`src/rv_core_config.svh`:
```
/*
 * RV32I core configuration
 * Widths, memory depth, opcodes and fixed encodings
 */
`ifndef RV_CORE_CONFIG_SVH
`define RV_CORE_CONFIG_SVH

`define RV_XLEN       32            // Data and PC width
`define RV_IMEM_AW    8             // Instruction memory word address, 256 words
`define RV_REG_AW     5             // 32 integer registers
`define RV_PC_STEP    4

// Major opcodes handled by the core
`define RV_OPC_OP     7'b0110011
`define RV_OPC_OP_IMM 7'b0010011

`define RV_NOP        32'h0000_0013 // addi x0, x0, 0

`endif

```
`src/design/rv_core_pkg.sv`:
```
/*
 * RV32I core types
 * Word, address and ALU operation types plus the pipeline register layouts
 */
`default_nettype none

`include "rv_core_config.svh"

package rv_core_pkg;

    typedef logic [`RV_XLEN-1:0]    word_t;      // Data or instruction word
    typedef logic [`RV_XLEN-1:0]    pc_t;        // Byte address
    typedef logic [`RV_IMEM_AW-1:0] imem_addr_t; // Instruction memory word address
    typedef logic [`RV_REG_AW-1:0]  reg_addr_t;

    // Encoded as {funct7[5], funct3} so decode can pass the fields through
    typedef enum logic [3:0] {
        ALU_ADD  = 4'b0000,
        ALU_SLL  = 4'b0001,
        ALU_SLT  = 4'b0010,
        ALU_SLTU = 4'b0011,
        ALU_XOR  = 4'b0100,
        ALU_SRL  = 4'b0101,
        ALU_OR   = 4'b0110,
        ALU_AND  = 4'b0111,
        ALU_SUB  = 4'b1000,
        ALU_SRA  = 4'b1101
    } alu_op_e;

    // Decoded instruction held between decode and execute
    typedef struct packed {
        logic      reg_write;
        reg_addr_t rd;
        reg_addr_t rs1;
        reg_addr_t rs2;
        logic      use_imm;   // Second operand from the immediate
        alu_op_e   alu_op;
        word_t     rs1_data;
        word_t     rs2_data;
        word_t     imm;
    } id_ex_t;

    // Result on its way to the register file
    typedef struct packed {
        logic      reg_write;
        reg_addr_t rd;
        word_t     result;
    } ex_wb_t;

endpackage

`default_nettype wire

```
`src/design/rv_decode.sv`:
```
/*
 * Decode stage
 * Control decode for OP and OP-IMM, I-type immediate and the ID/EX register
 */
`timescale 1ns/10ps
`default_nettype none

`include "rv_core_config.svh"

module rv_decode
    import rv_core_pkg::*;
(
    input  wire logic  clk,
    input  wire logic  i_rst,
    input  wire logic  i_en,
    input  wire word_t i_instr,
    input  wire word_t i_rs1_data,
    input  wire word_t i_rs2_data,
    output reg_addr_t  o_rs1_addr,
    output reg_addr_t  o_rs2_addr,
    output id_ex_t     o_id_ex
);

    localparam int IMM_W = 12;

    logic [6:0] opcode;
    logic [2:0] funct3;
    logic       funct7_b5;
    reg_addr_t  rd;
    reg_addr_t  rs1;
    reg_addr_t  rs2;
    logic       is_op;
    logic       is_op_imm;
    logic       alt_sel;
    word_t      imm;
    id_ex_t     id_ex_d;
    id_ex_t     id_ex_q;

    // Instruction fields
    assign opcode    = i_instr[6:0];
    assign rd        = i_instr[11:7];
    assign funct3    = i_instr[14:12];
    assign rs1       = i_instr[19:15];
    assign rs2       = i_instr[24:20];
    assign funct7_b5 = i_instr[30];

    assign is_op     = (opcode == `RV_OPC_OP);
    assign is_op_imm = (opcode == `RV_OPC_OP_IMM);

    /* funct7 bit 5 selects SRA on both forms, but SUB only on OP.
       On ADDI it is just an immediate bit. */
    always_comb begin
        case (funct3)
            3'b000:  alt_sel = funct7_b5 & is_op;
            3'b101:  alt_sel = funct7_b5;
            default: alt_sel = 1'b0;
        endcase
    end

    assign imm = {{(`RV_XLEN-IMM_W){i_instr[31]}}, i_instr[31:20]}; // Sign-extended I-type

    always_comb begin
        id_ex_d.reg_write = is_op | is_op_imm; // Anything else is a bubble
        id_ex_d.rd        = rd;
        id_ex_d.rs1       = rs1;
        id_ex_d.rs2       = rs2;
        id_ex_d.use_imm   = is_op_imm;
        id_ex_d.alu_op    = alu_op_e'({alt_sel, funct3});
        id_ex_d.rs1_data  = i_rs1_data;
        id_ex_d.rs2_data  = i_rs2_data;
        id_ex_d.imm       = imm;
    end

    // ID/EX register
    always_ff @(posedge clk) begin
        if (i_rst) begin
            id_ex_q.reg_write <= 1'b0;
        end else if (i_en) begin
            id_ex_q <= id_ex_d;
        end
    end

    assign o_rs1_addr = rs1;
    assign o_rs2_addr = rs2;
    assign o_id_ex    = id_ex_q;

endmodule

`default_nettype wire

```
`config.mk`:
```
export PLATFORM = sky130hd
export DESIGN_NAME = rv_decode
export DESIGN_NICKNAME = d
export VERILOG_FILES = /design/src/design/rv_core_pkg.sv /design/src/design/rv_decode.sv
export VERILOG_INCLUDE_DIRS = /design/src
export SDC_FILE = /design/constraint.sdc
export NUM_CORES = 1
export LEC_CHECK = 0
export ABC_CLOCK_PERIOD_IN_PS = 6550
export BUFFER_PORTS_ARGS = -buffer_cell sky130_fd_sc_hd__buf_2
export CELL_PAD_IN_SITES_DETAIL_PLACEMENT = 1
export CELL_PAD_IN_SITES_GLOBAL_PLACEMENT = 2
export CORE_MARGIN = 1
export CORE_UTILIZATION = 25
export DETAILED_ROUTE_END_ITERATION = 6
export PLACE_DENSITY_LB_ADDON = 0.3
export SYNTH_ARGS = -nofsm -noshare
export SYNTH_HDL_FRONTEND = slang
export SYNTH_SLANG_ARGS = --single-unit
```
`constraint.sdc`:
```
create_clock -name clk -period 6.55 [get_ports clk]
set_input_delay 1.31 -clock clk [delete_from_list [all_inputs] [get_ports clk]]
set_output_delay 1.31 -clock clk [all_outputs]
set_load 0.01 [all_outputs]
```
# Word-level counts from Yosys, hierarchy flattened
# Cells that the tools add are included.
# totals
ff_bits	97
latch_bits	0
mem_bits_rw	0
mem_bits_ro	0
elab_cells	18
n_memories	0
# op_classes
addsub	0
multipliers	0
n_div	0
n_lt_le_gt_ge	0
n_eq_ne	3
shift	0
muxes	1
bitwise_logic	3
reduce_logical	2
# ops
cell	count
== test 7 x 5 -> 1 bit, second input constant	1
== test 7 x 6 -> 1 bit, second input constant	1
== test 3 bit, second input constant	1
logical NOT 3 bit	1
case mux 1 bit (2 select lines)	1
AND reduction 2 bit	1
AND 1 bit	1
NOT 1 bit	1
OR 1 bit	1

# Depth between registers and ports, before layout
# Gate-level depths: netlist of the first run.
# logic_depth
depth_word	3
mapped_depth	3
mapped_depth_nobuf	3

# Worst setup path before layout of the first run
# OpenSTA, ideal clock, no wires.
# synth_timing
kind	input to register
startpoint	input i_rst
endpoint	register id_ex_q (netlist bit o_id_ex[116])
setup_ns	0.075
t_arrival_ns	5.922
required_time_ns	6.475
path_slack_ns	0.552
stages	2
n_path_buf	0
cell_sequence	nor2b_1 > a41o_1
# synth_rtl
element	line	rtl
start, declared	rv_decode.sv:14	input wire logic i_rst,
end signal, assigned	rv_decode.sv:79	id_ex_q <= id_ex_d;
end, declared	rv_decode.sv:37	id_ex_t id_ex_q;

# Worst setup path after layout of the first run
# layout_timing
startpoint	input i_en
endpoint	register id_ex_q (netlist bit o_id_ex[79]), enable pin
# layout_between
elab_chain_cells	1
# layout_lines
element	line	rtl
start, declared	rv_decode.sv:15	input wire logic i_en,
AND reduction 2 bit (no source line)	-	
# No other way between the ends.
# A chain may end at the register's enable or synchronous reset.

==> results of run 1 <==
==> area by class of cell <==
type,count,area (um^2)
Fill cell,1314,7600
Sequential cell,92,2750
Timing Repair Buffer,226,1130
Clock buffer,9,225
Tap cell,168,210
Multi-Input combinational cell,10,98.8
Clock inverter,7,41.3
Antenna cell,1,2.50
==> through the flow <==
step                cell area, um^2  instances  total power [mW]  worst slack, ns
floorplan                      3110        137             0.775            0.552
CTS                            4460        512              1.32             3.37
global placement               4200        496             0.836             3.05
detailed placement             4200        496             0.839             3.00
global route                   4460        512              1.35             3.21
finish                         4460        513              1.29             3.42
==> where the power goes <==
| part | switching, mW | total, mW | internal [mW] |
|---|---|---|---|
| clock network | 0.214 | 0.469 | 0.254 |
| registers | 0.0104 | 0.701 | 0.691 |
| logic | 0.0668 | 0.122 | 0.0547 |
| total | 0.291 | 1.29 | 1.00 |
==> cell usage after synthesis, drive strengths merged <==
cell type  instances
edfxtp            91
buf               35
a41o               1
dfxtp              1
nand2              1
nand2b             1
nand3              1
nor2               1
nor2b              1
nor3b              1
nor4b              1
o22ai              1
or4b               1
==> logic make-up (layout without fill, tap and decap cells) <==
logic type	after synthesis	after routing	synth area share, %
AO/OA/AOI/OAI	2	2	0.725
buffers and inverters	35	242	8.46
flip-flops	92	92	88.6
other	0	1	0
AND/OR/NAND/NOR	8	8	2.21
==> routing by layer <==
layer	up-vias	wire length [um]	track usage, %
li1	891	-	-
met1	896	2670	12.0
met2	142	3400	18.0
met3	11	1090	8.02
met4	2	112	5.53
met5	-	13	0
==> worst register-to-register path: cells and delay by family (launching register included) <==
kind,cells,cell delay [ns]
AOI/OAI and AO/OA,1,0.20
DFF,1,0.31
and+or+nand+nor,1,0.14
==> how the worst max path moves through the flow <==
stage,endpoint,slack [ns]
after CTS,o_id_ex[99],3.37
after global routing,o_id_ex[98],3.21
after global placement,o_id_ex[100],3.05
after floorplan,o_id_ex[116],0.55
after detailed placement,o_id_ex[99],3.00
final,o_id_ex[79],3.42
==> impl_metrics.csv, run 1 <==
group,metric,value,unit
power,cellLeakagePower,1.92,nW
clock_tree,post_cts_buffers,0,
critical_path,reg2reg_from,"o_id_ex[116]",
clock_tree,clkTransAtPathRegs,0.06,ns
timing,slew_violations,0,
layout,final_cell_mix,"buf_2 (225), edfxtp_1 (91), clkbuf_16 (9)",
yosys,yosys-top-cells-area,"edfxtp_1 (88%), buf_4 (8.5%), dfxtp_1 (0.64%)",
detailed_routing,drtAntennaViolNets,0,
critical_path,crit_family,"simple AND/OR/NAND/NOR gates",
timing,rsz0062_at_grt,"false",
clock_tree,ctsHoldBuffers,0,
detailed_routing,dr.pass1.iters,4,
critical_path,critical_path_buf_inv_count,2,
clock_tree,clock_path_buffers,2,
global_route,grt_first_pass_wirelength,10800,um
critical_path,required,6.52,ns
layout,area_growth,43.7,%
detailed_routing,num_vias,1942,
timing,max_freq,319,MHz
flow_run,cap_viol_max_count,0,
yosys,synth_seq_cells,92,
yosys,synth_top_area_share,88.0,%
clock_tree,cts_buffers,9,
timing,period_minus_slack,3.13,ns
clock_tree,cts.sinks,92,
detailed_routing,drt_iter0_drc,66,
layout,drive_above_1_share,71.2,%
floorplan,coreArea,0.0121,mm^2
critical_path,cpPeakStageDelay,1.00,ns
power,powerDensity,289,mW/mm^2
layout,final_common_cell,"buf_2",
hold_path,min_from,"o_id_ex[116]",
yosys,yosysWarnings,0,
clock_tree,cts_root_buf,"clkbuf_16",
floorplan,rows,40,
floorplan,dieArea,0.0129,mm^2
yosys,synthDistinctLibCells,13,
placed_design,hpwl,5600,um
timing,setup_viol,0,
critical_path,worstSetupStartpointType,"input pin",
critical_path,path_cells,"buf_2, nor2b_4, buf_4",
clock_tree,htree_num_levels,3,
global_route,grt_start_max_net_pins,48,
critical_path,worstPathArrival,3.10,ns
floorplan,die_w,113,um
clock_tree,cts_resized,0,
yosys,syn_area,0.00311,mm^2
global_route,overflow,0,
yosys,synth_fp_nets,236,
critical_path,crit_path_start,"i_en",
timing,fin_crit_sh,47.8,%
timing,setup_tns,0,ns
critical_path,worstPathMaxFanout,47,
detailed_routing,drc,0,
hold_path,hold_path_class,"reg2reg",
placed_design,port_buffers,225,
yosys,syn_inst,137,
layout,final_core_util,37.0,%
critical_path,rrSetupSlack,5.80,ns
clock_tree,clock_latency,0.33,ns
detailed_routing,wl_per_cell,14.2,um
run_status,status,"complete, no violations",
critical_path,critical_path.endpoint_type,"flop",
critical_path,r2r_cells,2,
global_route,antenna_found_initial,2,
global_route,grt_use_total,11.7,%
hold_path,hold_end,"o_id_ex[116]",
yosys,yosysSeqAreaShare,88.6,%
detailed_routing,wl,7290,um
global_route,grt_pass1_vias,2040,
yosys,syn_avg_cell_area,22.7,um^2
layout,largest_register_ffs,92,
timing,tightest_slew,1.27,ns
hold_path,whs_path_depth,2,
critical_path,worstReg2RegEnd,"o_id_ex[116]",
layout,nNetsFinal,438,
critical_path,criticalPathCategory,"in2reg",
floorplan,start_util,25.8,%
timing,final_hold_viol_count,0,
timing,slew-limit-headroom,15.2,%
yosys,yosysTopAreaCell,"edfxtp_1",
detailed_routing,viasPerCell,3.79,
timing,holdWs,0.690,ns
critical_path,cpMaxStageDelayCell,"nor2b_4",
placed_design,gp_congestion,0.691,
critical_path,cp.depth,3,
clock_tree,cts_tree,"built",
floorplan,pin_count,226,
timing,clock_skew,0,ns
floorplan,die_h,113,um
power,ir_drop,125,uV
Power figures use the tool's default switching activity.
==> run 2: changes to the inputs <==
--- a/config.mk
+++ b/config.mk
@@ -6,7 +6,7 @@
 export SDC_FILE = /design/constraint.sdc
 export NUM_CORES = 1
 export LEC_CHECK = 0
-export ABC_CLOCK_PERIOD_IN_PS = 6550
+export ABC_CLOCK_PERIOD_IN_PS = 3250
 export BUFFER_PORTS_ARGS = -buffer_cell sky130_fd_sc_hd__buf_2
 export CELL_PAD_IN_SITES_DETAIL_PLACEMENT = 1
 export CELL_PAD_IN_SITES_GLOBAL_PLACEMENT = 2
==> constraint.sdc (replaced) <==
create_clock -name clk -period 3.25 [get_ports clk]
set_input_delay 0.65 -clock clk [delete_from_list [all_inputs] [get_ports clk]]
set_output_delay 0.65 -clock clk [all_outputs]
set_load 0.01 [all_outputs]
==> run 2 against run 1 <==
Hold slack worse by 0.21 ns; register-to-register slack worse by 3.3 ns; clock power grew 130%; clock skew is the same; design area up 1.2%; sequential cell count did not move; combinational power increased by 100%; largest cell class unchanged; largest power group unchanged.
==> impl_metrics.csv, run 2 (synthesis gave the netlist of run 1 again) <==
group,metric,value,unit
detailed_routing,wl,7330,um
clock_tree,post_cts_buffers,0,
detailed_routing,drc,0,
critical_path,worstSetupStartpointType,"flop",
critical_path,crit_path_start,"o_id_ex[11]",
critical_path,criticalPathCategory,"reg2out",
power,cellLeakagePower,1.94,nW
timing,setup_viol,0,
critical_path,reg2reg_from,"o_id_ex[116]",
global_route,grt_first_pass_wirelength,10500,um
timing,max_freq,558,MHz
critical_path,crit_family,"flip-flops",
timing,rsz0062_at_grt,"false",
timing,clock_skew,0,ns
clock_tree,cts_tree,"built",
clock_tree,clkTransAtPathRegs,0.06,ns
critical_path,worstPathArrival,1.14,ns
floorplan,die_h,113,um
placed_design,port_buffers,225,
layout,fillers,1296,
detailed_routing,drtAntennaViolNets,0,
critical_path,worstPathMaxFanout,21,
floorplan,dieArea,0.0129,mm^2
critical_path,r2r_cells,2,
detailed_routing,wl_per_cell,14.3,um
global_route,overflow,0,
power,ir_drop,265,uV
floorplan,start_util,25.8,%
timing,tightest_slew,0.495,ns
critical_path,critical_path.endpoint_type,"primary output",
critical_path,rrSetupSlack,2.52,ns
timing,period_minus_slack,1.79,ns
detailed_routing,dr.pass1.iters,3,
power,powerDensity,608,mW/mm^2
power,p_total,2.75,mW
placed_design,gp_congestion,0.662,
floorplan,coreArea,0.0121,mm^2
clock_tree,cts_buffers,9,
critical_path,cp.depth,1,
floorplan,rows,40,
layout,final_core_util,37.4,%
layout,final_common_cell,"buf_2",
timing,final_hold_viol_count,0,
clock_tree,cts_resized,0,
clock_tree,htree_num_levels,3,
clock_tree,ctsHoldBuffers,0,
floorplan,die_w,113,um
layout,area_growth,45.4,%
layout,drive_above_1_share,70.9,%
layout,largest_register_ffs,92,
critical_path,cpPeakStageDelay,0.60,ns
clock_tree,cts_root_buf,"clkbuf_16",
floorplan,pin_count,226,
layout,fin_cells,512,
placed_design,placed_cells,496,
clock_tree,cts.sinks,92,
layout,final_cell_mix,"buf_2 (225), edfxtp_1 (91), clkbuf_16 (9)",
global_route,grt_pass1_vias,2002,
detailed_routing,drt_iter0_drc,55,
run_status,status,"complete, no violations",
placed_design,hpwl,5580,um
critical_path,worstReg2RegEnd,"o_id_ex[116]",
hold_path,hold_path_class,"in2reg",
critical_path,critical_path_buf_inv_count,1,
global_route,antenna_found_initial,2,
detailed_routing,viasPerCell,3.82,
timing,slew_violations,0,
flow_run,cap_viol_max_count,0,
timing,slew-limit-headroom,67.0,%
critical_path,required,2.60,ns
critical_path,cpMaxStageDelayCell,"edfxtp_1",
clock_tree,clock_path_buffers,2,
layout,nNetsFinal,438,
critical_path,endpoint,"o_id_ex[20]",
detailed_routing,num_vias,1956,
timing,setup_tns,0,ns
timing,fin_crit_sh,55.2,%
layout,n_antenna_cell,0,
critical_path,path_cells,"buf_2",
global_route,grt_use_total,11.3,%
global_route,grt_start_max_net_pins,93,
clock_tree,clock_latency,0.34,ns
## run 2: cell types whose count changed in the layout (fill, tap and decap cells not counted), sizes merged
cell	previous run	this run
bufinv	0	2
clkbuf	9	11
clkinv	4	2
clkinvlp	2	1
diode	1	0
inv	1	0
## run 2: layout make-up
type / count / area [um^2] / area share (%)
clock buffers: 11 / 233 / 5.15
clock inverters: 5 / 76.3 / 1.69
multi-input cells: 10 / 98.8 / 2.19
flip-flops and latches: 92 / 2750 / 60.9
well taps: 168 / 210 / 4.65
repair buffers: 226 / 1150 / 25.4
## run 2: per-stage QoR
step | setup slack (ns) | cell area [um^2] | hold slack, ns
6_report | 1.46 | 4520 | 0.483
5_1_grt | 1.35 | 4520 | 0.466
4_1_cts | 1.41 | 4520 | 0.465
3_5_place_dp | 1.52 | 4210 | 0.650
3_3_place_gp | 1.55 | 4210 | 0.640
2_1_floorplan | 0.785 | 3110 | 0.664
## run 2: report_power, final
part	internal (mW)	switching (mW)
clock network	0.670	0.415
logic	0.112	0.136
registers	1.39	0.0213
## run 2: routing by layer
metal | share of wire, % | global-route usage [%] | vias up
li1 | - | - | 888
met1 | 34 | 10.7 | 897
met2 | 48 | 18.3 | 152
met3 | 15 | 7.39 | 15
met4 | 2.2 | 7.11 | 4
met5 | 0.30 | 0 | -
## run 2: worst reg2reg max path: cells and delay by family (launching register included)
family,cells,cell delay [ns]
compound gates,1,0.19
simple gates,1,0.13
flops,1,0.31
## run 2: how the worst min path moves through the flow
stage | startpoint | to | slack (ns) | cells past startpoint
2_1_floorplan | o_id_ex[116] | o_id_ex[116] | 0.66 | 2
3_3_place_gp | o_id_ex[116] | o_id_ex[116] | 0.64 | 2
3_5_place_dp | o_id_ex[116] | o_id_ex[116] | 0.65 | 2
4_1_cts | i_rs2_data[12] | o_id_ex[44] | 0.46 | 1
5_1_grt | i_rs1_data[0] | o_id_ex[64] | 0.47 | 1
6_report | i_rs2_data[12] | o_id_ex[44] | 0.48 | 1
==> run 3: changes to the inputs <==
--- a/config.mk
+++ b/config.mk
@@ -6,7 +6,7 @@
 export SDC_FILE = /design/constraint.sdc
 export NUM_CORES = 1
 export LEC_CHECK = 0
-export ABC_CLOCK_PERIOD_IN_PS = 3250
+export ABC_CLOCK_PERIOD_IN_PS = 1790
 export BUFFER_PORTS_ARGS = -buffer_cell sky130_fd_sc_hd__buf_2
 export CELL_PAD_IN_SITES_DETAIL_PLACEMENT = 1
 export CELL_PAD_IN_SITES_GLOBAL_PLACEMENT = 2
==> constraint.sdc (replaced) <==
create_clock -name clk -period 1.79 [get_ports clk]
set_input_delay 0.358 -clock clk [delete_from_list [all_inputs] [get_ports clk]]
set_output_delay 0.358 -clock clk [all_outputs]
set_load 0.01 [all_outputs]
==> run 3 against run 2 <==
Core utilization shrank 0.13 points; sequential share of layout area grew 0.22 points; hold slack lost 0.30 ns; via count grew 0.26%; wire length is essentially flat; critical path depth is the same; global-route usage grew 0.19 points; non-clock buffer count grew 1; worst setup slack lost 1.2 ns; highest routed layer unchanged; clock skew is the same.
==> impl_metrics.csv, run 3 (synthesis gave the netlist of run 1 again) <==
group,metric,value,unit
run_status,status,"complete, no violations",
power,seq_power_share,52.9,%
placed_design,port_buffers,225,
timing,setup_viol,0,
hold_path,hold_path_class,"in2reg",
power,p_int,3.80,mW
timing,clock_skew,0,ns
layout,final_core_util,37.3,%
floorplan,start_util,25.8,%
timing,slew-limit-headroom,72.1,%
flow_run,cap_viol_max_count,0,
power,powerDensity,1080,mW/mm^2
power,p_clk_share,37.8,%
layout,area_growth,44.9,%
floorplan,dieArea,0.0129,mm^2
floorplan,coreArea,0.0121,mm^2
floorplan,die_w,113,um
layout,final_cell_area,0.00450,mm^2
detailed_routing,drt_iter0_drc,60,
placed_design,place_area,0.00422,mm^2
detailed_routing,drc,0,
layout,final_cell_mix,"buf_2 (225), edfxtp_1 (91), clkbuf_16 (9)",
critical_path,path_cells,"buf_2",
hold_path,min_from,"i_instr[31]",
detailed_routing,drtAntennaViolNets,0,
global_route,overflow,0,
power,pwr-share-comb,9.3,%
critical_path,worstPathMaxFanout,21,
timing,rsz0062_at_grt,"false",
layout,drive_above_1_share,70.7,%
clock_tree,cts_tree,"built",
clock_tree,cts_root_buf,"clkbuf_16",
power,swShare,21.6,%
power,p_sw,1.05,mW
timing,fin_crit_sh,85.0,%
clock_tree,ctsHoldBuffers,0,
floorplan,pin_count,226,
detailed_routing,wl,7330,um
timing,period_minus_slack,1.52,ns
critical_path,rrSetupSlack,1.05,ns
detailed_routing,wl_per_cell,14.3,um
critical_path,cpPeakStageDelay,0.60,ns
placed_design,hpwl,5590,um
power,cellLeakagePower,1.93,nW
global_route,grt_start_max_net_pins,63,
detailed_routing,viasPerCell,3.82,
clock_tree,post_cts_buffers,0,
layout,final_common_cell,"buf_2",
hold_path,whs_path_depth,1,
layout,largest_register_ffs,92,
critical_path,crit_family,"flip-flops",
critical_path,required,1.43,ns
timing,slew_violations,0,
layout,n_antenna_cell,0,
detailed_routing,dr.pass1.iters,3,
clock_tree,cts.sinks,92,
hold_path,hold_end,"o_id_ex[11]",
placed_design,pre_cts_ws,0.424,ns
layout,nNetsFinal,439,
clock_tree,cts_buffers,9,
global_route,grt_use_total,11.5,%
critical_path,reg2reg_from,"o_id_ex[116]",
timing,max_freq,657,MHz
power,ir_drop,511,uV
detailed_routing,num_vias,1961,
critical_path,critical_path.endpoint_type,"primary output",
critical_path,worstReg2RegEnd,"o_id_ex[116]",
clock_tree,htree_num_levels,3,
clock_tree,clkTransAtPathRegs,0.07,ns
clock_tree,clock_path_buffers,2,
floorplan,rows,40,
critical_path,cpMaxStageDelayCell,"edfxtp_1",
global_route,antenna_found_initial,2,
clock_tree,clock_latency,0.34,ns
critical_path,worstPathArrival,1.16,ns
critical_path,worstSetupStartpointType,"flop",
critical_path,critical_path_buf_inv_count,1,
critical_path,criticalPathCategory,"reg2out",
global_route,grt_first_pass_wirelength,10600,um
timing,tightest_slew,0.419,ns
floorplan,die_h,113,um
critical_path,r2r_cells,2,
placed_design,gp_congestion,0.664,
global_route,grt_pass1_vias,2023,
timing,final_hold_viol_count,0,
timing,finalWorstSetupSlack,0.268,ns
clock_tree,cts_resized,0,
-- run 3: how the worst max path moves through the flow --
stage                      startpoint      endpoint  slack, ns  depth (start not counted)
after floorplan                  i_en  o_id_ex[100]      -0.38                          1
after CTS                 o_id_ex[11]   o_id_ex[20]       0.22                          1
after global placement          i_rst  o_id_ex[102]       0.45                          3
final                     o_id_ex[11]   o_id_ex[20]       0.27                          1
after global routing      o_id_ex[11]   o_id_ex[26]       0.16                          1
after detailed placement        i_rst    o_id_ex[4]       0.42                          3
-- run 3: cell type report --
cell class                      instances  area [um^2]
Timing Repair Buffer                  227         1150
Fill cell                            1288         7560
Sequential cell                        92         2750
Clock inverter                          5         52.6
Tap cell                              168          210
Clock buffer                           11          233
Multi-Input combinational cell         10         98.8
-- run 3: power groups by stage --
stage / clock network [mW] / logic (mW) / registers (mW)
after global routing: 1.98 / 0.492 / 2.58
final: 1.83 / 0.453 / 2.56
after global placement: 0 / 0.457 / 2.60
after CTS: 1.91 / 0.464 / 2.57
after floorplan: 0 / 0.130 / 2.70
after detailed placement: 0 / 0.463 / 2.61
-- run 3: per-stage QoR --
step	hold slack [ns]	TNS, ns	total power [mW]	std cells
finish	0.186	0	4.85	513
global route	0.166	0	5.05	513
CTS	0.170	0	4.94	513
detailed placement	0.536	0	3.08	497
global placement	0.534	0	3.06	497
floorplan	0.457	-35.24	2.83	137
-- run 3: metal layers --
metal  part of all wire, %  global-route usage [%]  vias to the layer above
met5                  0.33                       0                        -
met4                   2.5                    7.37                        4
met3                    16                    7.76                       17
met2                    47                    18.0                      153
met1                    35                    11.1                      897
li1                      -                       -                      890
